[src/common/conv_pkg.sv]
// convolution datapath geometry
// sample and word widths, buffer sizes and the operand bundle
// that runs from the tap buffer into the MAC lanes
package conv_pkg;

  // sample and host word widths
  localparam int BYTE_W = 8;
  localparam int WORD_W = 32;

  // two 4-byte lanes per step
  localparam int LANES = 2;
  localparam int STEP_BYTES = LANES * WORD_W / BYTE_W;

  localparam int KERNEL_LENGTH = 8;
  localparam int MAX_CHANNELS = 32;

  // memories hold one step (a word pair) per entry
  localparam int FILTER_PAIRS = KERNEL_LENGTH * MAX_CHANNELS / STEP_BYTES;
  // input ring keeps one spare row for writes during a run
  localparam int INPUT_PAIRS = (KERNEL_LENGTH + 1) * MAX_CHANNELS / STEP_BYTES;

  // byte address into either buffer
  localparam int ADDR_W = 10;
  localparam int FILTER_IDX_W = $clog2(FILTER_PAIRS);
  localparam int INPUT_IDX_W = $clog2(INPUT_PAIRS);

  typedef logic signed [BYTE_W-1:0] conv_byte_t;

  // host writes see a raw word, lanes see four signed samples
  // byte 0 sits in the low bits
  typedef union packed {
    logic [WORD_W-1:0] raw;
    conv_byte_t [WORD_W/BYTE_W-1:0] bytes;
  } conv_word_u;

  // one step of the MAC, tags travel with the data
  typedef struct packed {
    logic valid;
    logic last;
    conv_word_u [LANES-1:0] filter_pair;
    conv_word_u [LANES-1:0] input_pair;
  } mac_operand_t;

endpackage

[src/mac/mac_lane.sv]
// one multiply-accumulate lane
// four signed int8 products per step, input samples shifted by the offset,
// summed into a 32-bit accumulator that clears on start
`timescale 1ns/1ns

module mac_lane (
  input  logic                              clk,
  input  logic                              reset,
  input  logic                              start,
  input  conv_pkg::conv_word_u              filter_word,
  input  conv_pkg::conv_word_u              input_word,
  input  logic                              valid,
  input  logic [conv_pkg::WORD_W-1:0]       offset,
  output logic signed [conv_pkg::WORD_W-1:0] lane_sum
);

  logic signed [conv_pkg::WORD_W-1:0] step_sum;

  // filter byte times (input byte + offset), over the four bytes
  always_comb begin
    step_sum = '0;
    for (int b = 0; b < conv_pkg::WORD_W / conv_pkg::BYTE_W; b++) begin
      step_sum = step_sum + $signed(filter_word.bytes[b]) *
                 ($signed(input_word.bytes[b]) + $signed(offset));
    end
  end

  always_ff @(posedge clk) begin
    if (reset) begin
      lane_sum <= '0;
    end else if (start) begin
      lane_sum <= '0;
    end else if (valid) begin
      // wraps at 32 bits like the host accumulator
      lane_sum <= lane_sum + step_sum;
    end
  end

endmodule

[config.mk]
export PLATFORM = sky130hd
export DESIGN_NAME = mac_lane
export DESIGN_NICKNAME = d
export VERILOG_FILES = /design/src/common/conv_pkg.sv /design/src/mac/mac_lane.sv
export SDC_FILE = /design/constraint.sdc
export NUM_CORES = 2
export LEC_CHECK = 0
export BUFFER_PORTS_ARGS = -buffer_cell sky130_fd_sc_hd__buf_2
export CORE_AREA = 8 8 249 251
export DETAILED_ROUTE_END_ITERATION = 7
export DIE_AREA = 0 0 257 259
export HOLD_SLACK_MARGIN = 0.12
export PLACE_DENSITY = 0.77
export SLEW_MARGIN = 20
export SYNTH_ARGS = -nofsm -noshare
export SYNTH_HDL_FRONTEND = slang
export SYNTH_SLANG_ARGS = --single-unit
[constraint.sdc]
create_clock -name clk -period 20.6 [get_ports clk]
set_input_delay 4.12 -clock clk [delete_from_list [all_inputs] [get_ports clk]]
set_output_delay 4.12 -clock clk [all_outputs]
set_load 0.02 [all_outputs]
Word level (Yosys, flattened, before mapping):

Index checks and enable logic that the tools add are counted.

* add/sub/neg operators: 8
* multiply operators: 4
* divide/modulo/power cells: 0
* order comparisons: 0
* eq/ne operators: 0
* shift operators: 0
* muxes and demuxes: 0
* bitwise operators: 0
* reductions and logical operators: 1

Operator list (number)
* $add 32x32->32: 4
* $add 8x32->32: 4
* $mul 8x32->32: 4
* $reduce_or 2->1: 1

* register bits: 32
* latch bits: 0
* RAM bits: 0
* memory bits (read-only): 0
* output and inout bits: 32
* logic and storage cells: 14
* memories: 0

Logic depth before layout (Yosys ltp):

* depth in word-level cells: 6
* mapped depth: 41

Least setup slack after synthesis:

No wires, ideal clock.

* kind: input to register
* from: input port offset[0] (netlist bit)
* to: register lane_sum[31] (netlist bit)
* arrival time: 13170 ps
* data required time: 20532 ps
* setup slack: 7363 ps
* stages: 39
* cell sequence: ha_1 > inv_1 > fa_1 > nor2b_4 > o31a_1 > o211a_1 > nor4_2 > or3b_1 > a31oi_1 > o211a_1 > o41ai_2 > nand2b_1 > a21oi_1 > xnor2_1 > nand2_1 > fa_1 > inv_1 > fa_1 > (+3 left out) > inv_1 > fa_1 > inv_1 > fa_1 > fa_1 > fa_1 > xor2_1 > xnor2_1 > xnor2_1 > xnor2_1 > xnor2_1 > xnor3_1 > xnor3_1 > xnor3_1 > xnor3_1 > xnor3_1 > nand2b_4 > a21oi_2

* longest elaborated chain between the ends: 6
* elaborated cells between the ends (all ways): 12
* those cells by class: 8 x add/sub; 4 x mul

RTL lines
* start, declared: RTL line mac_lane.sv:13 `input logic [conv_pkg::WORD_W-1:0] offset,`
* $add 8x32->32: RTL line mac_lane.sv:24 `($signed(input_word.bytes[b]) + $signed(offset));`
* $mul 8x32->32: RTL line mac_lane.sv:23 `step_sum = step_sum + $signed(filter_word.bytes[b]) *`
* $add 32x32->32 (2 in a row): RTL line mac_lane.sv:23
* $add 32x32->32 *: RTL line mac_lane.sv:23
* $add 32x32->32 *: RTL line mac_lane.sv:35 `lane_sum <= lane_sum + step_sum;`
* end signal, assigned: RTL line mac_lane.sv:35
* end, declared: RTL line mac_lane.sv:14 `output logic signed [conv_pkg::WORD_W-1:0] lane_sum`

Every way passes the cells marked *; elsewhere a longest branch is shown, timed or not.
A chain may end at the register's enable or synchronous reset.

Worst setup path in the final report:

Same ends and word-level chain as after synthesis.

==> impl_results.md <==
* Outcome: completed
* Share of post-route cells with drive strength above 1 at 4.81%
* Post-synth top area share at 48.2%
* CP Data Required Time at 20.82 ns
* Slowest-stage cell, CP: fa_1
* Global route total overflow at 0
* Die height at 259 µm
* Largest net degree at the start of global routing at 39
* Clock latency on the worst-skew pair at 0.30 ns
* Area growth syn-to-layout at 4.76%
* CTS H-tree lvls at 2
* Final WL at 91200 µm
* Max-slew violations at 0
* Core area at 0.0582 mm²
* # setup viols final at 0
* Gp weighted congestion at 0.971
* Mapped Nets at 5117
* Synth area leader: fa_1
* Yosys cell types at 77
* Post-DP HPWL at 79700 µm
* I/O pin cnt at 132
* Total GRT Usage at 28.2%
* Synthesized area per cell at 8.74 µm²
* Longest Clk Path Bufs at 2
* Final Hold Viols at 0
* Largest regs: lane_sum x32
* Max Cap Viol at 0
* CTS sink count at 32
* Detailed-route DRC error count at 0
* CP Launch Type: input port
* Clock slew at reported path FFs at 0.07 ns
* Worst setup EP type: register
* CP max FO at 8
* Main synth FF type: dfxtp_1
* Die Wd at 257 µm
* Max FFs per register at 32
* Synthesized cell area at 0.0345 mm²
* Worst clock skew at 0.0146 ns
* Yosys warning total at 0
* Via density at 5.54
* Initial antenna violation count at 1
* Setup Fix Bufs, Post-CTS at 0
* Vias at 26527
* Largest Register: lane_sum
* Vias in the first global route at 28395
* CTS Buf Count at 5
* Crit path top cell by count: fa_1
* Synth area leaders: fa_1 (48%), inv_1 (10%), ha_1 (8.8%)
* Crit-path max cell delay at 0.66 ns
* Post-cts repair resize count at 0
* Die area at 0.0666 mm²
* Relative slew slack at 22.4%
* ANT nets after route at 0
* Asr flop ratio synth at 0%
* Layout Nets at 5185
* Synth Instances at 3945
* Synth Register Bits at 32
* Final TNS setup at 0 ns
* Number of flops mapped to enable cells by yosys at 0
* TritonCTS clock tree: yes
* Initial Util at 59.2%
* Sequential share of the synthesized area at 1.86%
* Standard-cell rows at 89
* Pre-antenna DRT Iters at 6
* Final period utilization at 69.4%
* Drt wl/cell at 19.0 µm
* Max frequency at 69.9 MHz
* Setup CP Type: in -> reg
* Worst Path Arrival at 14.53 ns
* Worst Tran Pin Value at 1.16 ns
* Clock root cell: clkbuf_16
* Initial drt markers at 1751
* First-pass GRT wire length at 149000 µm
* RSZ-0062 raised after global routing: false
* Final Critical Period at 14.31 ns
* Port buffer count at 131
* Worst min-delay path class: reg -> reg
* # hold bufs at CTS at 0
==> synthesized netlist by cell type (12+ instances only) <==
master	instances
a21o_1	50
a21oi_1	134
a31oi_1	13
and2_1	260
and3_1	12
clkbuf_1	97
dfxtp_1	32
fa_1	829
ha_1	243
inv_1	918
mux2i_1	30
nand2_1	595
nand2b_1	91
nand3_1	26
nand4_1	13
nor2_1	124
nor2b_1	34
nor3_1	23
o21a_1	18
o21ai_0	67
o21bai_1	20
xnor2_1	137
xor2_1	47
==> cell usage in the layout, fill, tap and decap left out, types with 30 or more instances in the layout <==
cell type  Yosys  routed
a21oi_1      134     134
ha_1         243     243
nand2_1      595     595
nand2b_1      91      91
mux2i_1       30      30
o21ai_0       67      67
a21o_1        50      50
nor2b_1       34      34
buf_2          0     131
fa_1         829     829
buf_4          1      31
nor2_1       124     124
xnor2_1      137     137
and2_1       260     260
xor2_1        47      47
dfxtp_1       32      32
inv_1        918     918
==> through the flow <==
stage / hold WS, ns / setup WS, ns / util, % / std cells / instance area (µm²)
detailed placement: 0.496 / 6.12 / 61.7 / 4779 / 35900
global route: 0.533 / 5.68 / 62.0 / 4788 / 36100
floorplan: 0.559 / 7.36 / - / 3945 / 34500
finish: 0.498 / 6.29 / 62.0 / 4788 / 36100
global placement: 0.482 / 6.24 / 61.7 / 4779 / 35900
CTS: 0.506 / 6.41 / 62.0 / 4787 / 36100
==> routing by layer <==
layer  global-route usage (%)  routed length, µm
met3                     2.53               4520
met4                     19.2               7870
met2                     49.4              46300
met1                     32.8              32500
met5                        0                  0
==> worst paths after layout <==
check | endpoint | cells past startpoint | startpoint | slack (ns)
max | lane_sum[31]$_SDFFE_PP0P_ | 37 | offset[0] | 6.29
min | lane_sum[5]$_SDFFE_PP0P_ | 2 | lane_sum[5]$_SDFFE_PP0P_ | 0.50
max reg2reg | lane_sum[31]$_SDFFE_PP0P_ | 30 | lane_sum[5]$_SDFFE_PP0P_ | 12.05
min reg2reg | lane_sum[5]$_SDFFE_PP0P_ | 2 | lane_sum[5]$_SDFFE_PP0P_ | 0.50
==> worst max-delay path: cells and delay by family <==
| family | cells | cell delay (ns) |
|---|---|---|
| AOI/OAI and AO/OA | 11 | 3.23 |
| buffers and inverters | 6 | 0.42 |
| xor gates and xnor gates | 2 | 0.73 |
| adders and majority gates | 11 | 5.02 |
| and+or+nand+nor | 7 | 1.02 |
==> cells by family (layout without fill, tap and decap cells) <==
group | after synthesis | after routing | share of synthesized area, %
simple gates | 1216 | 1216 | 16.8
fa+ha+maj | 1072 | 1072 | 57.0
buf+inv | 1020 | 1089 | 11.1
compound gates | 380 | 380 | 6.98
xor+xnor | 194 | 194 | 5.31
flops | 32 | 32 | 1.86
mux | 31 | 31 | 0.904
other cells | 0 | 1 | 0
==> area by class of cell <==
class | count | area (µm²)
diodes | 1 | 2.50
clock buffers | 6 | 129
clock inverters | 2 | 35.0
fillers | 5058 | 22100
inverters | 919 | 3450
multi-input cells | 2893 | 30000
flip-flops and latches | 32 | 641
well taps | 773 | 967
repair buffers | 162 | 888
Power is left out: the tool's default activity adds up to more than one toggle a clock period on the data nets, which glitch-free logic cannot reach.
