### config.mk
export PLATFORM = sky130hd
export DESIGN_NAME = tap_buffer
export DESIGN_NICKNAME = d
export VERILOG_FILES = /design/src/common/conv_pkg.sv /design/src/common/cfu_cmd_pkg.sv /design/src/mac/tap_buffer.sv
export SDC_FILE = /design/constraint.sdc
export NUM_CORES = 2
export LEC_CHECK = 0
export ABC_CLOCK_PERIOD_IN_PS = 7900
export BUFFER_PORTS_ARGS = -buffer_cell sky130_fd_sc_hd__buf_2
export CAP_MARGIN = 0
export CORE_UTILIZATION = 65
export CTS_CLUSTER_SIZE = 40
export DETAILED_ROUTE_END_ITERATION = 12
export PLACE_DENSITY = 0.8
export SLEW_MARGIN = 20
export SYNTH_ARGS = -nofsm -noshare
export SYNTH_HDL_FRONTEND = slang
export SYNTH_MEMORY_MAX_BITS = 65536
export SYNTH_SLANG_ARGS = --single-unit
### constraint.sdc
create_clock -name clk -period 7.9 [get_ports clk]
set_input_delay 0.395 -clock clk [delete_from_list [all_inputs] [get_ports clk]]
set_output_delay 0.395 -clock clk [all_outputs]
set_load 0.1 [all_outputs]
### src/common/conv_pkg.sv
// convolution datapath geometry
// sample and word widths, buffer sizes and the operand bundle
// that runs from the tap buffer into the MAC lanes
package conv_pkg;

  // sample and host word widths
  localparam int BYTE_W = 8;
  localparam int WORD_W = 32;

  // two 4-byte lanes per step
  localparam int LANES = 2;
  localparam int STEP_BYTES = LANES * WORD_W / BYTE_W;

  localparam int KERNEL_LENGTH = 8;
  localparam int MAX_CHANNELS = 32;

  // memories hold one step (a word pair) per entry
  localparam int FILTER_PAIRS = KERNEL_LENGTH * MAX_CHANNELS / STEP_BYTES;
  // input ring keeps one spare row for writes during a run
  localparam int INPUT_PAIRS = (KERNEL_LENGTH + 1) * MAX_CHANNELS / STEP_BYTES;

  // byte address into either buffer
  localparam int ADDR_W = 10;
  localparam int FILTER_IDX_W = $clog2(FILTER_PAIRS);
  localparam int INPUT_IDX_W = $clog2(INPUT_PAIRS);

  typedef logic signed [BYTE_W-1:0] conv_byte_t;

  // host writes see a raw word, lanes see four signed samples
  // byte 0 sits in the low bits
  typedef union packed {
    logic [WORD_W-1:0] raw;
    conv_byte_t [WORD_W/BYTE_W-1:0] bytes;
  } conv_word_u;

  // one step of the MAC, tags travel with the data
  typedef struct packed {
    logic valid;
    logic last;
    conv_word_u [LANES-1:0] filter_pair;
    conv_word_u [LANES-1:0] input_pair;
  } mac_operand_t;

endpackage

### src/common/cfu_cmd_pkg.sv
// host command interface
// command codes, the request word and the register bundles
// that leave the command decoder
package cfu_cmd_pkg;

  localparam int CMD_W = 7;

  localparam logic [CMD_W-1:0] CMD_PROBE = 7'd0;
  localparam logic [CMD_W-1:0] CMD_WR_INPUT = 7'd1;
  localparam logic [CMD_W-1:0] CMD_WR_FILTER = 7'd2;
  localparam logic [CMD_W-1:0] CMD_OFFSET = 7'd3;
  localparam logic [CMD_W-1:0] CMD_DEPTH = 7'd5;
  localparam logic [CMD_W-1:0] CMD_START = 7'd6;
  localparam logic [CMD_W-1:0] CMD_RESULT = 7'd7;
  localparam logic [CMD_W-1:0] CMD_START_X = 7'd8;
  localparam logic [CMD_W-1:0] CMD_STATUS = 7'd9;
  localparam logic [CMD_W-1:0] CMD_RING = 7'd16;

  // addr is inp0, value is inp1
  typedef struct packed {
    logic [CMD_W-1:0] cmd;
    logic [conv_pkg::WORD_W-1:0] addr;
    logic [conv_pkg::WORD_W-1:0] value;
  } cfu_req_t;

  // run parameters, held as levels between commands
  typedef struct packed {
    logic [conv_pkg::WORD_W-1:0] offset;
    logic [conv_pkg::ADDR_W-1:0] depth;
    logic [conv_pkg::ADDR_W-1:0] start_x;
    logic ring;
  } conv_cfg_t;

  // single cycle buffer write, byte addressed
  typedef struct packed {
    logic wr_input;
    logic wr_filter;
    logic [conv_pkg::ADDR_W-1:0] addr;
    logic [conv_pkg::WORD_W-1:0] data;
  } buf_wr_t;

endpackage

### src/mac/tap_buffer.sv
// filter and input sample memories
// each entry is a word pair, one step of the MAC
// host writes fill one word of a pair, reads return a full pair
// one cycle later with the valid and last tags kept aligned
`timescale 1ns/1ns

module tap_buffer (
  input  logic                                 clk,
  input  cfu_cmd_pkg::buf_wr_t                 buf_wr,
  input  logic [conv_pkg::FILTER_IDX_W-1:0]    filter_addr,
  input  logic [conv_pkg::INPUT_IDX_W-1:0]     input_addr,
  input  logic                                 rd_valid,
  input  logic                                 rd_last,
  output conv_pkg::mac_operand_t               operand
);

  // block ram style arrays
  conv_pkg::conv_word_u [conv_pkg::LANES-1:0] filter_mem [conv_pkg::FILTER_PAIRS];
  conv_pkg::conv_word_u [conv_pkg::LANES-1:0] input_mem [conv_pkg::INPUT_PAIRS];

  logic [conv_pkg::FILTER_IDX_W-1:0] filter_wr_idx;
  logic [conv_pkg::INPUT_IDX_W-1:0] input_wr_idx;
  logic wr_half;

  // byte address, bits above 3 pick the pair
  assign filter_wr_idx = buf_wr.addr[3 +: conv_pkg::FILTER_IDX_W];
  assign input_wr_idx = buf_wr.addr[3 +: conv_pkg::INPUT_IDX_W];
  // bit 2 picks the word inside the pair
  assign wr_half = buf_wr.addr[2];

  always_ff @(posedge clk) begin
    if (buf_wr.wr_filter) begin
      filter_mem[filter_wr_idx][wr_half].raw <= buf_wr.data;
    end
    if (buf_wr.wr_input) begin
      input_mem[input_wr_idx][wr_half].raw <= buf_wr.data;
    end
  end

  // registered read port
  always_ff @(posedge clk) begin
    operand.valid <= rd_valid;
    operand.last <= rd_last;
    operand.filter_pair <= filter_mem[filter_addr];
    operand.input_pair <= input_mem[input_addr];
  end

endmodule

=== After elaboration in Yosys (flattened, before gate mapping) ===
Memories as Yosys holds them, arrays and structs flattened. A register that Yosys moved wholly into a read port is not among the register bits.
Index checks and enable logic that the tools add are counted.

* Memories: 2
* Bits in registers: 2
* Bits in writable memories: 4352

{| class="wikitable"
|+ Memories
! memory !! words !! bits a word !! rd ports !! clocked after Yosys merged registers in !! wr ports !! RTL line !! RTL
|-
| input_mem || 36 || 64 || 1 || 1 || 1 || tap_buffer.sv:19 || <nowiki>conv_pkg::conv_word_u [conv_pkg::LANES-1:0] input_mem [conv_pkg::INPUT_PAIRS];</nowiki>
|-
| filter_mem || 32 || 64 || 1 || 1 || 1 || tap_buffer.sv:18 || <nowiki>conv_pkg::conv_word_u [conv_pkg::LANES-1:0] filter_mem [conv_pkg::FILTER_PAIRS];</nowiki>
|}

* Mux-type cells: 6
* Reduce and logical (&&, ||, !) cells: 1
* Magnitude comparators: 2

{| class="wikitable"
|+ Operators with widths
! operator !! count
|-
| two-way mux 64 bit || 2
|-
| demux 32 bit (select 1 bit) || 1
|-
| two-way mux 32 bit || 1
|-
| < comparator 1 x 2 -> 1 bit (second input constant) || 1
|-
| two-way mux 1 bit || 2
|-
| >= comparator 1 bit (second input constant) || 1
|-
| logical AND 1 bit || 1
|}

=== Depth between registers and ports, before layout ===
* Depth after elaboration: 5
* Depth in mapped cells: 9

=== Least setup slack after synthesis ===
OpenSTA, ideal clock, no wires.

* Path type: in2reg
* Start point: in buf_wr[40] (netlist bit)
* End point: mem input_mem[0][0] (netlist bit) (enable)
* Buffers on the path: 2
* Path slack: 4.908 ns
* Arrival time: 2.570 ns
* Stages: 4
* Library setup time: 0.421 ns
* Path through: or3b_2 -> clkbuf_1 -> clkbuf_1 -> nor2_1

{| class="wikitable"
|+ RTL lines
! element !! RTL line !! RTL
|-
| start, declared || tap_buffer.sv:9 || <nowiki>input cfu_cmd_pkg::buf_wr_t buf_wr,</nowiki>
|-
| end, declared || tap_buffer.sv:19 ||
|}

Straight into the memory's write port.

==> impl_metrics.toml <==
[status]
status = "finished, violations left"
violations = "antenna rules, DRC"

[timing]
fmax_ghz = 0.301
fin_worst_skew_ps = 55.9
relSlewSlack = 0.137
worstMarginPinSlew_ps = 1300
finalCriticalPeriod_ps = 3320
setup_viol = 0
fin_crit_sh = 0.420
hold_viol = 0
finalSetupTns_ps = 0
drv_slew = 0
rsz0062_at_grt = "false"

[setup_path]
timing.critical_path.from_type = "input port"
crit_required_ps = 8660
cp.arrival_ps = 4080
cp_max_fo = 63
end_kind = "flop"
reg2reg_to = "operand[32]"
crit_type = "input port to flop"
startpoint = "input_addr[0]"
r2r_setup_slack_ps = 5640
reg2reg_from = "input_mem[23][32]"
reg2reg_depth = 5

[placement]
place_hpwl_um = 215000
port_buffers = 184
gp_congestion = 0.835

[final_layout]
fill_cells = 13100
drive_gt1_frac = 0.267
nNetsFinal = 8006
regArea_um2 = 133000
multi_input_area_um2 = 35200
utilization = 0.734
area_delta_synth_final_pct = 12.4

[synth]
ys_warn_count = 0
synth.largest_area_cell = "edfxtp_1"
synth_edf_count = 4352
synth_seq_cells = 4482
netlist_top_cells_count = "edfxtp_1 (4352), mux4_2 (945), mux2i_1 (611), clkbuf_1 (211), nor2_1 (165)"
synth_area_um2 = 169000
synth_seq_area_share = 0.787
yosys.area.top_type_share = 0.772
avgSynthCellArea_um2 = 22.5
post-synth-top-count-cell = "edfxtp_1"
synthFlopType = "edfxtp_1"
synthArstFlopShare = 0
synthesis.instances = 7514
ys_types = 35
syn-num-nets = 7572
synth.area.top_cells = "edfxtp_1 (77%), mux4_2 (13%), mux2i_1 (3.6%), dfxtp_1 (1.5%), clkbuf_1 (0.47%)"

[power]
powerDensity_nw_per_um2 = 265
power.share.sequential = 0.524
switchingPower_uw = 11200
switching_share = 0.222
ir_drop_uv = 300
intPower_uw = 39200
power.leakage_uw = 0.0609
p_clk_frac = 0.417
comb_power_share = 0.059

[clock_network]
cts_tree = "yes"
cts_setup_buffers = 0
clkSinkCount = 4482
htree_levels = 5
clk_path_buf_depth = 4
clk_pin_slew_worst_paths_ps = 60
cts_inserted_buffers = 428
clkLatencyLatePin_ps = 950
ctsRootBufferMaster = "clkbuf_16"

[min_path]
hp-start = "buf_wr[9]"
holdPathEnd = "input_mem[35][9]"
min_path_type = "input port to flop"
worstHoldPathCells = 1

[die]
rows = 187
io-pin-count = 188
start_util = 0.653
die_width_um = 512
dieArea_um2 = 263000
coreArea_um2 = 259000
die_y_um = 512

[global_route]
grt-ovfl-total = 0
met3_usage = 0.0675
grt_use_met2 = 0.557
grt_max_degree = 133
met1_usage = 0.450
grt.busiest_layer = "met2"
grt_pass1_vias = 86700
globalRouteTotalUtil = 0.342
antenna_found_initial = 28
grt_pass1_wl_um = 629000

[route]
drt_first_pass_iters = 12
vias_per_cell = 7.21
drt_wl_total_um = 447000
ant_nets = 1
wl_per_cell_um = 38.1
drc = 6
dr_total_vias = 84600
drt_iter0_drc = 13800

[flow_run]
max-cap-violations = 0
## worst max-delay path: stages
cell,delay [ps]
buf_8,470
buf_4,840
buf_4,810
mux2i_1,280
a22oi_1,120
a21oi_1,800
o31ai_1,240
## cells in the final DEF, fill, tap and decap left out, types with 59 or more instances in the layout
master,n
clkbuf_16,439
clkbuf_1,83
nor2_4,138
a22o_1,59
mux4_2,945
mux2_2,68
nand2_1,92
a21oi_1,83
nand2b_1,63
clkinv_2,96
buf_4,237
dfxtp_1,130
buf_2,146
o2111ai_1,59
o31ai_1,59
edfxtp_1,4352
mux2i_1,611
o22ai_1,91
clkinv_1,75
## per-layer routing
layer  wire, um  vias up  share of wire
met2     220000     7083           0.49
met4      25300       10          0.057
met3      55200     1288           0.12
li1           -    32600              -
met1     146000    43700           0.33
met5         76        -        0.00017
## cell type report
class | instances | share of cell area
diodes | 17 | 0.000224
repair buffers | 430 | 0.0172
clock inverters | 259 | 0.0145
multi-input cells | 2606 | 0.185
well taps | 3402 | 0.0224
flip-flops and latches | 4482 | 0.700
clock buffers | 538 | 0.0605
## how the worst max path moves through the flow
| stage | endpoint | slack, ps |
|---|---|---|
| 3_3_place_gp | operand[32] | 3790 |
| 2_1_floorplan | input_mem[0][0] | 4910 |
| 3_5_place_dp | operand[61] | 3710 |
| 5_1_grt | operand[36] | 4470 |
| 6_report | operand[36] | 4580 |
| 4_1_cts | operand[61] | 4700 |
## repair_timing
item / CTS / global route
hold buffers: 14 / 0
resized for setup: 0 / 0
endpoints found under the hold margin: 448 / 0
## flip-flops by register name, indices dropped and copies added, names as in the netlist
register / cells
input_mem: 2304
filter_mem: 2048
operand: 130
## power by group through the flow
stage	clock (uW)	combinational, uW	sequential, uW
2_1_floorplan	0	1260	27500
3_5_place_dp	0	2910	26900
6_report	21000	3000	26400
4_1_cts	21100	2980	26400
5_1_grt	21900	3080	26400
3_3_place_gp	0	2840	26900
## kinds of logic (layout without fill, tap and decap cells)
logic type      count (synthesis)  after routing  synth area share
compound gates                528            528            0.0225
other cells                     0             17                 0
simple gates                  454            454            0.0126
mux                          1624           1624             0.166
flops                        4482           4482             0.787
buf+inv                       426           1227            0.0113
## metrics by stage
stage               hold WS (ps)  worst slack [ps]  power [uW]  instance area, um^2  instances
CTS                        0.966              4700       50500               190000      11700
finish                      18.7              4580       50400               190000      11700
global route                24.0              4470       51400               190000      11700
global placement             502              3790       29700               176000      10900
floorplan                    423              4910       28700               169000       7514
detailed placement           502              3710       29800               176000      10900
Power figures use the tool's default switching activity.
