File: src/common/conv_pkg.sv
// convolution datapath geometry
// sample and word widths, buffer sizes and the operand bundle
// that runs from the tap buffer into the MAC lanes
package conv_pkg;

  // sample and host word widths
  localparam int BYTE_W = 8;
  localparam int WORD_W = 32;

  // two 4-byte lanes per step
  localparam int LANES = 2;
  localparam int STEP_BYTES = LANES * WORD_W / BYTE_W;

  localparam int KERNEL_LENGTH = 8;
  localparam int MAX_CHANNELS = 32;

  // memories hold one step (a word pair) per entry
  localparam int FILTER_PAIRS = KERNEL_LENGTH * MAX_CHANNELS / STEP_BYTES;
  // input ring keeps one spare row for writes during a run
  localparam int INPUT_PAIRS = (KERNEL_LENGTH + 1) * MAX_CHANNELS / STEP_BYTES;

  // byte address into either buffer
  localparam int ADDR_W = 10;
  localparam int FILTER_IDX_W = $clog2(FILTER_PAIRS);
  localparam int INPUT_IDX_W = $clog2(INPUT_PAIRS);

  typedef logic signed [BYTE_W-1:0] conv_byte_t;

  // host writes see a raw word, lanes see four signed samples
  // byte 0 sits in the low bits
  typedef union packed {
    logic [WORD_W-1:0] raw;
    conv_byte_t [WORD_W/BYTE_W-1:0] bytes;
  } conv_word_u;

  // one step of the MAC, tags travel with the data
  typedef struct packed {
    logic valid;
    logic last;
    conv_word_u [LANES-1:0] filter_pair;
    conv_word_u [LANES-1:0] input_pair;
  } mac_operand_t;

endpackage

File: src/common/cfu_cmd_pkg.sv
// host command interface
// command codes, the request word and the register bundles
// that leave the command decoder
package cfu_cmd_pkg;

  localparam int CMD_W = 7;

  localparam logic [CMD_W-1:0] CMD_PROBE = 7'd0;
  localparam logic [CMD_W-1:0] CMD_WR_INPUT = 7'd1;
  localparam logic [CMD_W-1:0] CMD_WR_FILTER = 7'd2;
  localparam logic [CMD_W-1:0] CMD_OFFSET = 7'd3;
  localparam logic [CMD_W-1:0] CMD_DEPTH = 7'd5;
  localparam logic [CMD_W-1:0] CMD_START = 7'd6;
  localparam logic [CMD_W-1:0] CMD_RESULT = 7'd7;
  localparam logic [CMD_W-1:0] CMD_START_X = 7'd8;
  localparam logic [CMD_W-1:0] CMD_STATUS = 7'd9;
  localparam logic [CMD_W-1:0] CMD_RING = 7'd16;

  // addr is inp0, value is inp1
  typedef struct packed {
    logic [CMD_W-1:0] cmd;
    logic [conv_pkg::WORD_W-1:0] addr;
    logic [conv_pkg::WORD_W-1:0] value;
  } cfu_req_t;

  // run parameters, held as levels between commands
  typedef struct packed {
    logic [conv_pkg::WORD_W-1:0] offset;
    logic [conv_pkg::ADDR_W-1:0] depth;
    logic [conv_pkg::ADDR_W-1:0] start_x;
    logic ring;
  } conv_cfg_t;

  // single cycle buffer write, byte addressed
  typedef struct packed {
    logic wr_input;
    logic wr_filter;
    logic [conv_pkg::ADDR_W-1:0] addr;
    logic [conv_pkg::WORD_W-1:0] data;
  } buf_wr_t;

endpackage

File: src/mac/mac_sequencer.sv
// address walker for one dot product
// steps the filter and the input ring by one word pair per clock,
// wraps the input pointer at the ring length and tags the last step
`timescale 1ns/1ns

module mac_sequencer (
  input  logic                                 clk,
  input  logic                                 reset,
  input  logic                                 start,
  input  cfu_cmd_pkg::conv_cfg_t               cfg,
  output logic [conv_pkg::FILTER_IDX_W-1:0]    filter_addr,
  output logic [conv_pkg::INPUT_IDX_W-1:0]     input_addr,
  output logic                                 rd_valid,
  output logic                                 rd_last
);

  logic running;
  // byte pointers, always a multiple of STEP_BYTES
  logic [conv_pkg::ADDR_W-1:0] filter_ptr;
  logic [conv_pkg::ADDR_W-1:0] input_ptr;
  logic [conv_pkg::ADDR_W-1:0] next_input;
  logic [conv_pkg::ADDR_W-1:0] kernel_len;
  logic [conv_pkg::ADDR_W-1:0] ring_len;
  logic is_last;

  // kernel covers KERNEL_LENGTH rows of depth samples
  assign kernel_len = cfg.depth * conv_pkg::ADDR_W'(conv_pkg::KERNEL_LENGTH);
  // ring mode keeps one spare row
  assign ring_len = kernel_len + (cfg.ring ? cfg.depth : '0);

  assign is_last = (filter_ptr + conv_pkg::ADDR_W'(conv_pkg::STEP_BYTES)) == kernel_len;

  always_comb begin
    next_input = input_ptr + conv_pkg::ADDR_W'(conv_pkg::STEP_BYTES);
    // depth is a multiple of 8 so the step lands exactly on the ring end
    if (next_input >= ring_len) begin
      next_input = next_input - ring_len;
    end
  end

  always_ff @(posedge clk) begin
    if (reset) begin
      running <= 1'b0;
      filter_ptr <= '0;
      input_ptr <= '0;
    end else if (start) begin
      // a start while busy restarts the walk
      running <= 1'b1;
      filter_ptr <= '0;
      input_ptr <= cfg.start_x * cfg.depth;
    end else if (running) begin
      filter_ptr <= filter_ptr + conv_pkg::ADDR_W'(conv_pkg::STEP_BYTES);
      input_ptr <= next_input;
      if (is_last) begin
        running <= 1'b0;
      end
    end
  end

  assign filter_addr = filter_ptr[3 +: conv_pkg::FILTER_IDX_W];
  assign input_addr = input_ptr[3 +: conv_pkg::INPUT_IDX_W];

  // squash the read issued in the start cycle, it belongs to the old run
  assign rd_valid = running && !start;
  assign rd_last = rd_valid && is_last;

endmodule

File: config.mk
export PLATFORM = sky130hd
export DESIGN_NAME = mac_sequencer
export DESIGN_NICKNAME = d
export VERILOG_FILES = /design/src/common/conv_pkg.sv /design/src/common/cfu_cmd_pkg.sv /design/src/mac/mac_sequencer.sv
export SDC_FILE = /design/constraint.sdc
export NUM_CORES = 1
export LEC_CHECK = 0
export ABC_CLOCK_PERIOD_IN_PS = 11800
export BUFFER_PORTS_ARGS = -buffer_cell sky130_fd_sc_hd__buf_2
export CAP_MARGIN = 20
export CORE_ASPECT_RATIO = 1.75
export CORE_MARGIN = 2
export CORE_UTILIZATION = 50
export DETAILED_ROUTE_END_ITERATION = 8
export GPL_TIMING_DRIVEN = 1
export PLACE_DENSITY = 0.74
export SYNTH_ARGS = -nofsm -noshare
export SYNTH_HDL_FRONTEND = slang
export SYNTH_SLANG_ARGS = --single-unit
File: constraint.sdc
create_clock -name clk -period 11.8 [get_ports clk]
set_input_delay 2.36 -clock clk [delete_from_list [all_inputs] [get_ports clk]]
set_output_delay 2.36 -clock clk [all_outputs]
set_load 0.005 [all_outputs]
Word-level counts from Yosys, hierarchy flattened

Cells that the tools add are included.

$add $sub $neg: 4
Multiply operators: 1
Order comparisons: 1
Equal/unequal tests: 1
Mux-type cells: 7
Reduce and logical (&&, ||, !) cells: 5

Operator list:

| operator                                       | number |
|---|---|
| two-way mux 10 bit                             | 4 |
| adder 10 x 4 -> 10 bit (second input constant) | 2 |
| adder 10 bit                                   | 1 |
| equality test 10 bit                           | 1 |
| greater-or-equal comparator 10 bit             | 1 |
| multiplier 10 x 10 -> 10 bit                   | 1 |
| subtractor 10 bit                              | 1 |
| two-way mux 1 bit                              | 3 |
| logical AND 1 bit                              | 2 |
| nonzero test 2 bit                             | 1 |
| OR reduction 2 bit                             | 1 |
| zero test 1 bit                                | 1 |

Bits in registers: 21
Bits of input ports: 56
Output and inout bits: 13
Word-level logic and storage cells: 22

Logic depth before layout (Yosys ltp)

Word-level depth: 6
Gate-level depth with buffers: 18
Gate-level depth less buffers: 17

Worst setup path before layout

No wires, ideal clock.

Path type: input port to flip-flop
Start point: input port cfg[13] in the netlist's numbering
End point: register input_ptr[9] in the netlist's numbering
Setup time: 0.086 ns
Arrival: 6.446 ns
Data required time: 11.714 ns
Path slack: 5.269 ns
Cell stages on the path: 15
Path buffers: 1
Cells stage by stage: clkbuf_1 > nand2_1 > fa_1 > inv_1 > fa_1 > ha_1 > fa_1 > inv_1 > fa_1 > inv_1 > ha_1 > or3_1 > a31oi_1 > xnor3_1 > a211oi_1

Longest elaborated chain between the ends: 6
Elaborated cells between the ends (all ways): 8
Classes of those cells: add/sub (2); mul (1); order compare (1); mux (4)

Ends and longest elaborated chain:

| what                                                                    | line                                     | source |
|---|---|---|
| start: declaration                                                      | mac_sequencer.sv:10                      | `input cfu_cmd_pkg::conv_cfg_t cfg,` |
| two-way mux 10 bit                                                      | mac_sequencer.sv:29                      | `assign ring_len = kernel_len + (cfg.ring ? cfg.depth : '0);` |
| adder 10 bit                                                            | mac_sequencer.sv:29                      |  |
| subtractor 10 bit or greater-or-equal comparator 10 bit (tied branches) | mac_sequencer.sv:37, mac_sequencer.sv:36 |  |
| two-way mux 10 bit                                                      | mac_sequencer.sv:36                      | `if (next_input >= ring_len) begin` |
| two-way mux 10 bit                                                      | mac_sequencer.sv:51                      | `end else if (running) begin` |
| two-way mux 10 bit (*)                                                  | mac_sequencer.sv:46                      | `end else if (start) begin` |
| end signal: assignment                                                  | mac_sequencer.sv:50                      | `input_ptr <= cfg.start_x * cfg.depth;` |
| end signal: assignment                                                  | mac_sequencer.sv:53                      | `input_ptr <= next_input;` |
| end: declaration                                                        | mac_sequencer.sv:20                      | `logic [conv_pkg::ADDR_W-1:0] input_ptr;` |

Mark *: on every way between the ends. The rest lies on a longest branch, timed or not. The select of a mux whose other input is x is not followed.
A chain may end at the register's enable or synchronous reset.

Worst setup path in the final report

Start point: input port cfg[14] in the netlist's numbering
End point: register input_ptr[9] in the netlist's numbering

The elaborated chain is that of the path after synthesis.

==> results_dict.tcl <==
set metrics [dict create \
    total_length_of_routed_wires_um 7938 \
    number_of_global_route_vias_before_repair 2983 \
    detailedRoute.firstPassIterationCount 4 \
    timing.final.hold_violations 0 \
    setup_tns_ns 0 \
    worstPathMaxFanout 10 \
    portBuffers 36 \
    grt_first_pass_wirelength_um 13660 \
    timing.critical_path.to_type "register" \
    routabilityCongestion 0.9157 \
    grt_max_degree 25 \
    fin_worst_skew_ns 0.003267 \
    setup.worst_path.class "primary input to register" \
    layout.filler_cells 662 \
    clock_tree.htree_level_count 1 \
    clockRootBuffer "clkbuf_16" \
    slew_headroom 0.4989 \
    netlist_instances 402 \
    critPathRequiredTime_ns 11.97 \
    area_growth_syn_to_layout_pct 6.862 \
    setup_viol 0 \
    grt_antenna_before_repair 0 \
    timing.final.crit_share 0.5716 \
    dr_total_vias 2781 \
    clock_tree.buffer_depth 2 \
    synth_async_sr_flop_share 0 \
    power_density_nw_per_um2 150.7 \
    syn-cell-area_um2 3282 \
    ys_seq_elements 18 \
    edff_count_synth 0 \
    start_util 0.5095 \
    rsz0062_at_grt "no" \
    tightestPinTransition_ns 0.7506 \
    outcome "finished, final reports clean" \
    post-route-min-period_ns 6.744 \
    synth-seq-area-share 0.1098 \
    static-leakage-power_nw 1.656 \
    cts_inserted_buffers 3 \
    hpwl_um 6417 \
    die_width_um 65.25 \
    wl_per_cell_um 15.97 \
    timing.final.ws_setup_ns 5.056 \
    drv_slew 0 \
    number_of_distinct_library_cells_after_synthesis 48 \
    max_freq_mhz 148.3 \
    finish.net_count 538 \
    groute.usage.overall 0.2387 \
    floorplan.io_pins 69 \
    cts_tree "yes" \
    pre_cts_slack_ns 4.757 \
    insertion_delay_ns 0.25 \
    cts.clk_slew.worst_paths_ns 0.05 \
    ctsHoldBuffers 0 \
    worstSetupStartpointType "primary input" \
    post_route_cells_drive_above_1_share 0.1205 \
    vdd_ir_drop_max_mv 0.08027 \
    grt-ovfl-total 0 \
    drt.antenna.violating_nets 0 \
    cts.sinks 18 \
    floorplan.core_area_um2 6441 \
    number_of_buffers_inserted_by_post_cts_setup_repair 0 \
    synthesis.yosys.warnings 0 \
    area_of_the_die_um2 7254 \
    cts-resized-gates 0 \
    ant_diodes 0 \
    floorplan.die.height_um 111.2 \
    max-cap-violations 0 \
    syn-num-nets 524 \
    vias_per_cell 5.596 \
    syn_avg_cell_area_um2 8.164 \
    drc 0 \
    ys_dominant_reg_cell "dfxtp_1" \
    critPathArrivalTime_ns 6.91 \
    rows 39 \
    hp-class "register to register" \
    first_iter_violations 134 \
]
[Yosys cell counts, types with 2 or more instances]
cell type	n	area, um2
or2_2	4	25.02
a211o_1	4	35.03
o21bai_1	4	30.03
nand3_1	9	45.04
clkbuf_1	13	48.80
nor2b_1	3	18.77
nand2b_1	5	31.28
nor2_1	10	37.54
inv_1	35	131.4
ha_1	42	525.5
nand4_1	5	31.28
nor3_1	6	30.03
o21a_1	3	22.52
xnor2_1	31	271.5
buf_2	2	10.01
and2_1	26	162.7
nand3b_1	2	15.01
dfxtp_1	18	360.4
o22ai_1	2	12.51
mux2i_1	5	50.05
xor2_1	18	157.7
o21ai_0	10	50.05
fa_1	24	480.5
a31oi_1	3	18.77
a211oi_1	2	15.01
or4_1	2	15.01
nand2_1	49	183.9
o211ai_1	3	22.52
a21oi_1	23	115.1
o31a_1	3	26.28
or3_1	4	25.02
a32oi_1	2	17.52
a21o_1	4	30.03
o211a_1	2	20.02
buf_4	11	82.58
[registers in the layout (all words and copies together), names as in the netlist]
register / flops
filter_ptr: 7
running: 1
input_ptr: 10
[path summary, 6_finish.rpt]
kind	from	to	slack, ns	cells past startpoint
worst min-delay path	filter_ptr[9]$_SDFFE_PP0P_	filter_ptr[9]$_SDFFE_PP0P_	0.51	2
worst max-delay path	cfg[14]	input_ptr[9]$_SDFFE_PP0P_	5.06	16
worst max register to register	input_ptr[4]$_SDFFE_PP0P_	input_ptr[6]$_SDFFE_PP0P_	8.93	9
worst min register to register	filter_ptr[9]$_SDFFE_PP0P_	filter_ptr[9]$_SDFFE_PP0P_	0.51	2
[critical path: stages]
cell and delay (ns):
buf_2 0.22, nand2_1 0.12, fa_1 0.55, inv_1 0.05, fa_1 0.45, ha_1 0.34, fa_1 0.54, inv_1 0.06
fa_1 0.53, inv_1 0.04, ha_1 0.31, o21ai_0 0.18, nand2b_1 0.08, a31oi_1 0.33, xnor3_1 0.49, a211oi_1 0.24
[cell usage in the layout (no fill, tap or decap), drive strengths merged, types with 6 or more instances in the layout]
cell    n
inv    35
nor3    6
ha     42
xnor2  31
a21oi  23
o21ai  11
and2   26
buf    36
nand2  49
dfxtp  18
fa     24
nor2   10
xor2   18
nand3   9
[final cells by class]
class                      instances  area [um2]  share of cell area
sequential                        18       360.3              0.1027
multi-input combinational        322        2644              0.7538
timing repair buffer              36       180.2             0.05137
inverter                          35       131.4             0.03746
clock buffer                       4       88.84             0.02533
tap                               82       102.6             0.02925
[stage by stage]
| step | total power, mW | utilization | instance area (um2) | cells | hold slack, ns |
|---|---|---|---|---|---|
| final | 0.5286 | 0.5445 | 3507 | 497 | 0.5145 |
| after global routing | 0.5821 | 0.5445 | 3507 | 497 | 0.5680 |
| after CTS | 0.5314 | 0.5445 | 3507 | 497 | 0.5125 |
| after detailed placement | 0.4519 | 0.5307 | 3418 | 493 | 0.5037 |
| after global placement | 0.4442 | 0.5307 | 3418 | 493 | 0.4860 |
| after floorplan | 0.3695 | - | 3282 | 402 | 0.4705 |
[power by group]
part / total [mW] / switching, mW / leakage, nW / internal (mW)
combinational: 0.369 / 0.201 / 1.46 / 0.168
clock: 0.0767 / 0.0250 / 0.0442 / 0.0517
sequential: 0.0831 / 0.0125 / 0.148 / 0.0706
[layer usage]
metal | global-route usage | vias up | wire length [um]
li1 | - | 1373 | -
met1 | 0.2481 | 1321 | 2911
met2 | 0.4660 | 64 | 4519
met3 | 0.01827 | 23 | 206
met4 | 0.09861 | 0 | 300
met5 | 0 | - | 0
[cells by family after synthesis]
kind of cell / after synthesis / synth area share
AOI/OAI and AO/OA: 72 / 0.1468
xor gates and xnor gates: 50 / 0.1376
adders and majority gates: 66 / 0.3065
buffers and inverters: 62 / 0.08464
DFF: 18 / 0.1098
muxes: 6 / 0.01868
and+or+nand+nor: 128 / 0.1960
(Power assumes the default switching activity.)
