### src/common/conv_pkg.sv
// convolution datapath geometry
// sample and word widths, buffer sizes and the operand bundle
// that runs from the tap buffer into the MAC lanes
package conv_pkg;

  // sample and host word widths
  localparam int BYTE_W = 8;
  localparam int WORD_W = 32;

  // two 4-byte lanes per step
  localparam int LANES = 2;
  localparam int STEP_BYTES = LANES * WORD_W / BYTE_W;

  localparam int KERNEL_LENGTH = 8;
  localparam int MAX_CHANNELS = 32;

  // memories hold one step (a word pair) per entry
  localparam int FILTER_PAIRS = KERNEL_LENGTH * MAX_CHANNELS / STEP_BYTES;
  // input ring keeps one spare row for writes during a run
  localparam int INPUT_PAIRS = (KERNEL_LENGTH + 1) * MAX_CHANNELS / STEP_BYTES;

  // byte address into either buffer
  localparam int ADDR_W = 10;
  localparam int FILTER_IDX_W = $clog2(FILTER_PAIRS);
  localparam int INPUT_IDX_W = $clog2(INPUT_PAIRS);

  typedef logic signed [BYTE_W-1:0] conv_byte_t;

  // host writes see a raw word, lanes see four signed samples
  // byte 0 sits in the low bits
  typedef union packed {
    logic [WORD_W-1:0] raw;
    conv_byte_t [WORD_W/BYTE_W-1:0] bytes;
  } conv_word_u;

  // one step of the MAC, tags travel with the data
  typedef struct packed {
    logic valid;
    logic last;
    conv_word_u [LANES-1:0] filter_pair;
    conv_word_u [LANES-1:0] input_pair;
  } mac_operand_t;

endpackage

### src/common/cfu_cmd_pkg.sv
// host command interface
// command codes, the request word and the register bundles
// that leave the command decoder
package cfu_cmd_pkg;

  localparam int CMD_W = 7;

  localparam logic [CMD_W-1:0] CMD_PROBE = 7'd0;
  localparam logic [CMD_W-1:0] CMD_WR_INPUT = 7'd1;
  localparam logic [CMD_W-1:0] CMD_WR_FILTER = 7'd2;
  localparam logic [CMD_W-1:0] CMD_OFFSET = 7'd3;
  localparam logic [CMD_W-1:0] CMD_DEPTH = 7'd5;
  localparam logic [CMD_W-1:0] CMD_START = 7'd6;
  localparam logic [CMD_W-1:0] CMD_RESULT = 7'd7;
  localparam logic [CMD_W-1:0] CMD_START_X = 7'd8;
  localparam logic [CMD_W-1:0] CMD_STATUS = 7'd9;
  localparam logic [CMD_W-1:0] CMD_RING = 7'd16;

  // addr is inp0, value is inp1
  typedef struct packed {
    logic [CMD_W-1:0] cmd;
    logic [conv_pkg::WORD_W-1:0] addr;
    logic [conv_pkg::WORD_W-1:0] value;
  } cfu_req_t;

  // run parameters, held as levels between commands
  typedef struct packed {
    logic [conv_pkg::WORD_W-1:0] offset;
    logic [conv_pkg::ADDR_W-1:0] depth;
    logic [conv_pkg::ADDR_W-1:0] start_x;
    logic ring;
  } conv_cfg_t;

  // single cycle buffer write, byte addressed
  typedef struct packed {
    logic wr_input;
    logic wr_filter;
    logic [conv_pkg::ADDR_W-1:0] addr;
    logic [conv_pkg::WORD_W-1:0] data;
  } buf_wr_t;

endpackage

### src/design/cmd_regs.sv
// command decoder for the convolution accelerator
// holds the run parameters, forwards buffer writes and start,
// and answers probe, result and status reads on ret
`timescale 1ns/1ns

module cmd_regs (
  input  logic                           clk,
  input  logic                           reset,
  input  logic                           en,
  input  cfu_cmd_pkg::cfu_req_t          req,
  input  logic [conv_pkg::WORD_W-1:0]    result,
  input  logic                           done,
  output cfu_cmd_pkg::conv_cfg_t         cfg,
  output cfu_cmd_pkg::buf_wr_t           buf_wr,
  output logic                           start,
  output logic [conv_pkg::WORD_W-1:0]    ret
);

  // start is combinational so done drops on the same edge as the command
  assign start = en && (req.cmd == cfu_cmd_pkg::CMD_START);

  // buffer writes land on the edge that takes the command
  assign buf_wr.wr_input = en && (req.cmd == cfu_cmd_pkg::CMD_WR_INPUT);
  assign buf_wr.wr_filter = en && (req.cmd == cfu_cmd_pkg::CMD_WR_FILTER);
  assign buf_wr.addr = req.addr[conv_pkg::ADDR_W-1:0];
  assign buf_wr.data = req.value;

  always_ff @(posedge clk) begin
    if (reset) begin
      cfg.offset <= '0;
      cfg.depth <= '0;
      cfg.start_x <= '0;
      cfg.ring <= 1'b0;
      ret <= '0;
    end else if (en) begin
      case (req.cmd)
        cfu_cmd_pkg::CMD_PROBE: begin
          // bytes consumed per step
          ret <= conv_pkg::WORD_W'(conv_pkg::STEP_BYTES);
        end
        cfu_cmd_pkg::CMD_WR_INPUT,
        cfu_cmd_pkg::CMD_WR_FILTER,
        cfu_cmd_pkg::CMD_START: begin
          // handled by the strobes above, ret keeps its value
        end
        cfu_cmd_pkg::CMD_OFFSET: begin
          cfg.offset <= req.value;
        end
        cfu_cmd_pkg::CMD_DEPTH: begin
          // channel depth, multiple of 8 up to MAX_CHANNELS
          cfg.depth <= req.value[conv_pkg::ADDR_W-1:0];
        end
        cfu_cmd_pkg::CMD_RESULT: begin
          ret <= result;
        end
        cfu_cmd_pkg::CMD_START_X: begin
          // window position in rows of the input ring
          cfg.start_x <= req.value[conv_pkg::ADDR_W-1:0];
        end
        cfu_cmd_pkg::CMD_STATUS: begin
          ret <= conv_pkg::WORD_W'(done);
        end
        cfu_cmd_pkg::CMD_RING: begin
          // ring mode adds a spare row to the input buffer
          cfg.ring <= req.value[0];
        end
        default: begin
          ret <= '0;
        end
      endcase
    end
  end

endmodule

### config.mk
export PLATFORM = sky130hd
export DESIGN_NAME = cmd_regs
export DESIGN_NICKNAME = d
export VERILOG_FILES = /design/src/common/conv_pkg.sv /design/src/common/cfu_cmd_pkg.sv /design/src/design/cmd_regs.sv
export SDC_FILE = /design/constraint.sdc
export NUM_CORES = 1
export LEC_CHECK = 0
export BUFFER_PORTS_ARGS = -buffer_cell sky130_fd_sc_hd__buf_2
export CAP_MARGIN = 20
export CORE_MARGIN = 2
export CORE_UTILIZATION = 38
export DETAILED_ROUTE_END_ITERATION = 12
export PLACE_DENSITY = 0.76
export SYNTH_ARGS = -nofsm -noshare
export SYNTH_HDL_FRONTEND = slang
export SYNTH_SLANG_ARGS = --single-unit
### constraint.sdc
create_clock -name clk -period 1.8 [get_ports clk]
set_clock_uncertainty 0.2 [all_clocks]
set_input_delay 0 -clock clk [delete_from_list [all_inputs] [get_ports clk]]
set_output_delay 0 -clock clk [all_outputs]
set_load 0.01 [all_outputs]
### Word level (Yosys, flattened, before mapping)

Cells that the tools add are included.

* reductions and logical operators: 10
* muxes and demuxes: 1
* equality and inequality tests: 9
* bitwise operators: 1

Operators with widths (count)
* 32-bit one-hot mux with 4 select lines: 1
* 7-bit by 3-bit equality test with 1-bit output (second input constant): 3
* 7-bit by 2-bit equality test with 1-bit output (second input constant): 2
* 7-bit by 4-bit equality test with 1-bit output (second input constant): 2
* 2-bit AND reduction: 5
* 7-bit by 1-bit equality test with 1-bit output (second input constant): 1
* 7-bit by 5-bit equality test with 1-bit output (second input constant): 1
* 7-bit logical NOT: 1
* 7-bit OR reduction: 1
* 1-bit logical AND: 3
* 1-bit NOT: 1

* output and inout bits: 130
* word-level logic and storage cells: 26
* flip-flop bits (word level): 85
* input port bits: 107

### Longest topological paths before layout

Gate-level depths: netlist (run 1).

* word-level depth: 4
* gate-level depth with buffers: 7
* mapped depth without buffers: 4

### Worst setup path after synthesis (run 1)

No wires, ideal clock.

* path type: in2reg
* from: in req[65] (netlist bit)
* to: reg ret[3] (netlist bit)
* cell stages on the path: 4
* path slack: 0.078 ns
* arrival: 1.398 ns
* buffers on the path: 0
* library setup time: 0.123 ns
* data required time: 1.477 ns
* cell sequence: or4_4 -> or3_4 -> nand4_4 -> mux2_1

* longest elaborated chain between the ends: 4
* elaborated cells on any way between the ends: 14
* classes of those cells: eq/ne (9); mux (1); bitwise (1); reduce/logical (3)

RTL lines
* from (decl): RTL line cmd_regs.sv:10 `input cfu_cmd_pkg::cfu_req_t req,`
* branches (longest 4 deep; another with 32-bit one-hot mux with 4 select lines)
* to (signal assigned): RTL line cmd_regs.sv:39 `ret <= conv_pkg::WORD_W'(conv_pkg::STEP_BYTES);`
* to (signal assigned): RTL line cmd_regs.sv:54 `ret <= result;`
* to (signal assigned): RTL line cmd_regs.sv:61 `ret <= conv_pkg::WORD_W'(done);`
* to (decl): RTL line cmd_regs.sv:16 `output logic [conv_pkg::WORD_W-1:0] ret`

Several ways; the timed one is not identified.
A chain may end at the register's enable or synchronous reset.

### Final worst setup path (run 1)

* from: in req[66] (netlist bit)
* to: reg ret[16] (netlist bit)

Same word-level chain as after synthesis.

==> results_dict.tcl, run 1 <==
set metrics [dict create \
    outcome "completed" \
    cts_buffers 9 \
    end_kind "flop" \
    cts_setup_buffers 0 \
    worst_pin_slew_ns 0.438 \
    design.core.area_um2 9280 \
    power_w 0.00391 \
    routedWlPerCell_um 14.9 \
    synth_most_common_cell "nand2_1" \
    synth_enable_flop_cells 0 \
    setup_viol_count_final 0 \
    cts-resized-gates 0 \
    ys.flop_type "dfxtp_1" \
    rows 35 \
    dp_hpwl_um 7290 \
    vias 3753 \
    clockBufferDepth 2 \
    yosys-top-cells-count "nand2_1 (128), dfxtp_1 (85), mux2i_1 (52), buf_4 (42), a21oi_1 (33)" \
    yosysSeqAreaShare_pct 46.5 \
    clkSinkCount 85 \
    synth.distinct_cells 28 \
    nNetsFinal 762 \
    antenna_left 0 \
    rsz0062_at_grt "false" \
    first_global_vias 3706 \
    grt_pass1_wl_um 18000 \
    port_buffers 194 \
    maxClockFrequency_mhz 583 \
    io_pins 237 \
    antenna_found_initial 0 \
    synth.net_count 527 \
    htree_levels 3 \
    drc_errors 0 \
    viasPerCell 4.76 \
    tritoncts "yes" \
    hold_path.class "in -> reg" \
    critPathLaunchType "primary input" \
    worstPathRequired_ns 1.87 \
    drv_cap 0 \
    root_buffer "clkbuf_8" \
    clk_latency_ns 0.34 \
    yosys_warnings 0 \
    fin_crit_sh_pct 95.3 \
    gp_congestion 0.840 \
    initial_utilization_pct 39.4 \
    power_density_nw_per_um2 704 \
    fillCellCount 772 \
    yosys-top-cells-area "dfxtp_1 (47%), mux2i_1 (14%), nand2_1 (13%), buf_4 (8.6%), a21oi_1 (4.5%)" \
    hold_violations 0 \
    slew_headroom_pct 70.8 \
    synth_largest_area_cell "dfxtp_1" \
    wl_um 11800 \
    max-vdd-ir-drop_mv 0.390 \
    drv_slew 0 \
    arrival_ns 1.78 \
    synthToLayoutAreaGrowth_pct 52.1 \
    syn_area_per_cell_um2 8.71 \
    min_period_ns 1.72 \
    dieHeight_um 102 \
    synth_top_area_share_pct 46.5 \
    finalSetupTns_ns 0 \
    netlist_area_um2 3660 \
    leakagePower_nw 2.66 \
    synth_cells 420 \
    drt_iter0_drc 77 \
    critPathKind "in -> reg" \
    grt_overflow 0 \
    ys_ff_latch 85 \
    clkTransAtPathRegs_ns 0.09 \
    drive_above_1_share_pct 35.7 \
    dieArea_um2 10400 \
    hold_buffers 77 \
    async_reset_ff_share_pct 0 \
    die_x_um 102 \
    drtPass1Iterations 6 \
    critPathMaxFanout 16 \
    antenna_cells 0 \
    grtUsageTotal_pct 22.1 \
    grt_max_degree 43 \
]
## worst paths after layout
path | from | end | slack [ns] | depth (start not counted)
worst max-delay path | req[66] | ret[16] | 0.08 | 7
worst min-delay path | req[67] | ret[0] | 0.06 | 6
worst max register to register | ret[3] | ret[3] | 0.76 | 2
worst min register to register | cfg[32] | cfg[32] | 0.26 | 2
## flip-flops by register name, summed over array words and instances (netlist names)
signal,count
ret,32
cfg,53
## critical path, stage by stage
cell and delay, ns:
buf_2 0.10, dlygate4sd3_1 0.55, buf_4 0.16, or3_4 0.39, nand4_4 0.15, buf_12 0.18, mux2i_1 0.24
## cell type report
cell class	count	area, um^2	area share, %
clock buffer	10	128	2.29
clock inverter	5	100	1.80
inverter	3	11.3	0.202
multi-input combinational	264	1490	26.7
sequential	85	1700	30.6
tap	129	161	2.90
timing repair buffer	292	1970	35.5
## power by group
| group | internal, W | leakage (nW) | total [W] | switching [W] |
|---|---|---|---|---|
| clock | 0.000911 | 0.116 | 0.00157 | 0.000658 |
| combinational | 0.000254 | 1.86 | 0.000461 | 0.000206 |
| sequential | 0.00188 | 0.684 | 0.00188 | 0.00000197 |
| total | 0.00305 | 2.66 | 0.00391 | 0.000867 |
## layout by cell type (no fill, tap or decap), drive strengths merged
| cell type | count |
|---|---|
| buf | 215 |
| nor4bb | 1 |
| dlygate4sd3 | 77 |
| clkinv | 2 |
| xnor2 | 1 |
| nand2b | 3 |
| nor3 | 7 |
| nor4 | 3 |
| nand2 | 128 |
| clkbuf | 10 |
| nor2 | 21 |
| or3b | 1 |
| inv | 3 |
| a21oi | 33 |
| or4 | 1 |
| mux2 | 1 |
| or3 | 5 |
| bufinv | 3 |
| nand4 | 2 |
| mux2i | 52 |
| a2111oi | 1 |
| o21ai | 1 |
| nand3b | 1 |
| dfxtp | 85 |
| nor2b | 1 |
| nand3 | 1 |
## routing by layer
metal | wire [um] | global-route usage (%)
met3 | 881 | 5.88
met5 | 0 | 0
met1 | 4500 | 24.2
met2 | 6040 | 39.8
met4 | 345 | 10.5
## kinds of logic after synthesis
family,count (synthesis),synth area share [%]
DFF,85,46.5
AOI/OAI and AO/OA,35,4.89
and+or+nand+nor,175,20.5
muxes,53,14.5
xor gates and xnor gates,1,0.239
buffers and inverters,71,13.3
## stage by stage
stage / utilization [%] / area (um^2) / setup slack [ns] / instances / hold WS (ns)
2_1_floorplan: - / 3660 / 0.0785 / 420 / -0.146
3_3_place_gp: 49.2 / 4560 / -0.0361 / 696 / -0.200
3_5_place_dp: 49.2 / 4560 / -0.0864 / 696 / -0.200
4_1_cts: 59.9 / 5560 / 0.132 / 788 / 0.0350
5_1_grt: 59.9 / 5560 / 0.0437 / 788 / 0.0623
6_report: 59.9 / 5560 / 0.0842 / 788 / 0.0619
Power figures use the tool's default switching activity.
==> run 2, diff against run 1 <==
--- a/config.mk
+++ b/config.mk
@@ -8,9 +8,9 @@
 export BUFFER_PORTS_ARGS = -buffer_cell sky130_fd_sc_hd__buf_2
 export CAP_MARGIN = 20
 export CORE_MARGIN = 2
-export CORE_UTILIZATION = 38
+export CORE_UTILIZATION = 42
 export DETAILED_ROUTE_END_ITERATION = 12
-export PLACE_DENSITY = 0.76
+export PLACE_DENSITY = 0.8
 export SYNTH_ARGS = -nofsm -noshare
 export SYNTH_HDL_FRONTEND = slang
 export SYNTH_SLANG_ARGS = --single-unit
==> constraint.sdc (replaced) <==
create_clock -name clk -period 1.9 [get_ports clk]
set_clock_uncertainty 0.2 [all_clocks]
set_input_delay 0 -clock clk [delete_from_list [all_inputs] [get_ports clk]]
set_output_delay 0 -clock clk [all_outputs]
set_load 0.01 [all_outputs]
==> run 2 against run 1 <==
Die area down 9.2%; hold slack worse by 0.017 ns; sequential power shrank 5%; non-clock buffer count increased by 8; final area increased by 0.74%; final cell count is 1.3% lower; clock power is 17% lower; register-to-register slack got worse by 0.23 ns; via count fell by 0.72%; utilization rose by 5.3 points; global-route usage is 0.12 points lower; critical path depth stayed put; critical endpoint is now cfg[37].
==> results_dict.tcl, run 2 (synthesis gave the netlist of run 1 again) <==
set metrics [dict create \
    drv_slew 0 \
    drive_above_1_share_pct 35.3 \
    finalSetupTns_ns 0 \
    max-vdd-ir-drop_mv 0.539 \
    first_global_vias 3568 \
    routedWlPerCell_um 13.9 \
    grt_overflow 0 \
    synthToLayoutAreaGrowth_pct 53.2 \
    clkSinkCount 85 \
    drc_errors 0 \
    fillCellCount 702 \
    dieArea_um2 9470 \
    min_from "req[66]" \
    critPathLaunchType "primary input" \
    multi_input_area_um2 1490 \
    regArea_um2 1700 \
    die_x_um 97.3 \
    min_to "cfg[0]" \
    dp_hpwl_um 6910 \
    worstPathRequired_ns 1.93 \
    viasPerCell 4.79 \
    grtUsageTotal_pct 22.0 \
    rsz0062_at_grt "false" \
    critPathKind "in -> reg" \
    power_density_nw_per_um2 628 \
    rows 34 \
    vias 3726 \
    dieHeight_um 97.3 \
    cts_buffers 9 \
    drtPass1Iterations 4 \
    grt_pass1_wl_um 17000 \
    wl_met3_um 867 \
    arrival_ns 1.88 \
    tritoncts "yes" \
    drv_cap 0 \
    fin_crit_sh_pct 97.5 \
    end_kind "flop" \
    rr_startpoint "cfg[37]" \
    hold_violations 0 \
    setup_viol_count_final 0 \
    top_register "cfg" \
    slew_headroom_pct 66.5 \
    highest_layer "met5" \
    critPathMaxFanout 10 \
    reg2reg_depth 3 \
    maxClockFrequency_mhz 540 \
    top_regs "cfg: 53 flops, ret: 32 flops" \
    initial_utilization_pct 42.6 \
    outcome "completed" \
    leakagePower_nw 2.69 \
    wl_um 10900 \
    design.core.area_um2 8590 \
    worst_pin_slew_ns 0.490 \
    final_common_cell "buf_2" \
    grt_max_degree 35 \
    clkTransAtPathRegs_ns 0.08 \
    dp_slack_ns 0.0328 \
    r2r_end "cfg[37]" \
    setup_ws_ns 0.0480 \
    port_buffers 194 \
    final_cell_mix "buf_2 (194), nand2_1 (128), dlygate4sd3_1 (87)" \
    drt_iter0_drc 120 \
    antenna_found_initial 3 \
    min_path_cells 5 \
    antenna_left 0 \
    min_period_ns 1.85 \
    r2r_slack_ns 0.53 \
    nNetsFinal 770 \
    gp_congestion 0.819 \
    largest_register_ffs 53 \
    wirelength_met1_um 4340 \
    root_buffer "clkbuf_8" \
    clk_latency_ns 0.34 \
    hold_path.class "in -> reg" \
    io_pins 237 \
    htree_levels 3 \
    met2_length_um 5420 \
    clockBufferDepth 2 \
]
## run 2: cell count changes in the layout (fill, tap and decap cells not counted), sizes merged
cell | previous run | this run
buf | 215 | 212
bufinv | 3 | 1
clkbuf | 10 | 12
clkinvlp | 0 | 2
diode | 0 | 2
dlygate4sd3 | 77 | 87
## run 2: worst max-delay path, stage by stage
cell and delay [ns]:
buf_2 0.15, or3b_4 0.43, or3_1 0.40, buf_4 0.19
nand2_1 0.07, a21oi_1 0.06, dlygate4sd3_1 0.58
## run 2: worst max-delay path by stage
stage,start,end,slack [ns],depth (start not counted)
2_1_floorplan,req[65],ret[3],0.18,4
3_3_place_gp,req[65],ret[24],0.08,6
3_5_place_dp,req[65],ret[25],0.03,6
4_1_cts,req[67],cfg[35],0.03,7
5_1_grt,req[68],cfg[38],0.008,7
6_report,req[67],cfg[37],0.05,7
## run 2: area by class of cell
| class | count | area share, % |
|---|---|---|
| inverters | 3 | 0.201 |
| flip-flops and latches | 85 | 30.4 |
| clock buffers | 11 | 2.70 |
| well taps | 108 | 2.41 |
| diodes | 2 | 0.0893 |
| repair buffers | 300 | 36.6 |
| clock inverters | 5 | 1.05 |
| multi-input cells | 264 | 26.6 |
## run 2: what timing repair did
item,in CTS,in global routing
resized for setup,0,1
hold endpoints to repair,95,0
hold buffers,87,0
setup buffers,0,1
endpoints found under the setup margin,0,10
## run 2: power breakdown
part	switching (W)	total (W)	internal, W
logic	0.000187	0.000423	0.000236
clock network	0.000633	0.00131	0.000679
registers	0.00000177	0.00178	0.00178
total	0.000821	0.00352	0.00270
## run 2: metal layers
metal / vias to the layer above / global-route usage [%]
li1: 1808 / -
met1: 1739 / 25.0
met2: 161 / 39.0
met3: 16 / 7.70
met4: 2 / 6.41
met5: - / 0
## run 2: per-stage QoR
stage / hold slack (ns) / utilization (%) / std cells / cell area (um^2) / total power, W
floorplan: -0.146 / - / 420 / 3660 / 0.00202
global placement: -0.200 / 52.2 / 671 / 4480 / 0.00211
detailed placement: -0.200 / 52.2 / 671 / 4480 / 0.00211
CTS: 0.0237 / 64.7 / 774 / 5560 / 0.00356
global route: 0.0755 / 65.2 / 777 / 5600 / 0.00366
finish: 0.0444 / 65.2 / 778 / 5600 / 0.00352
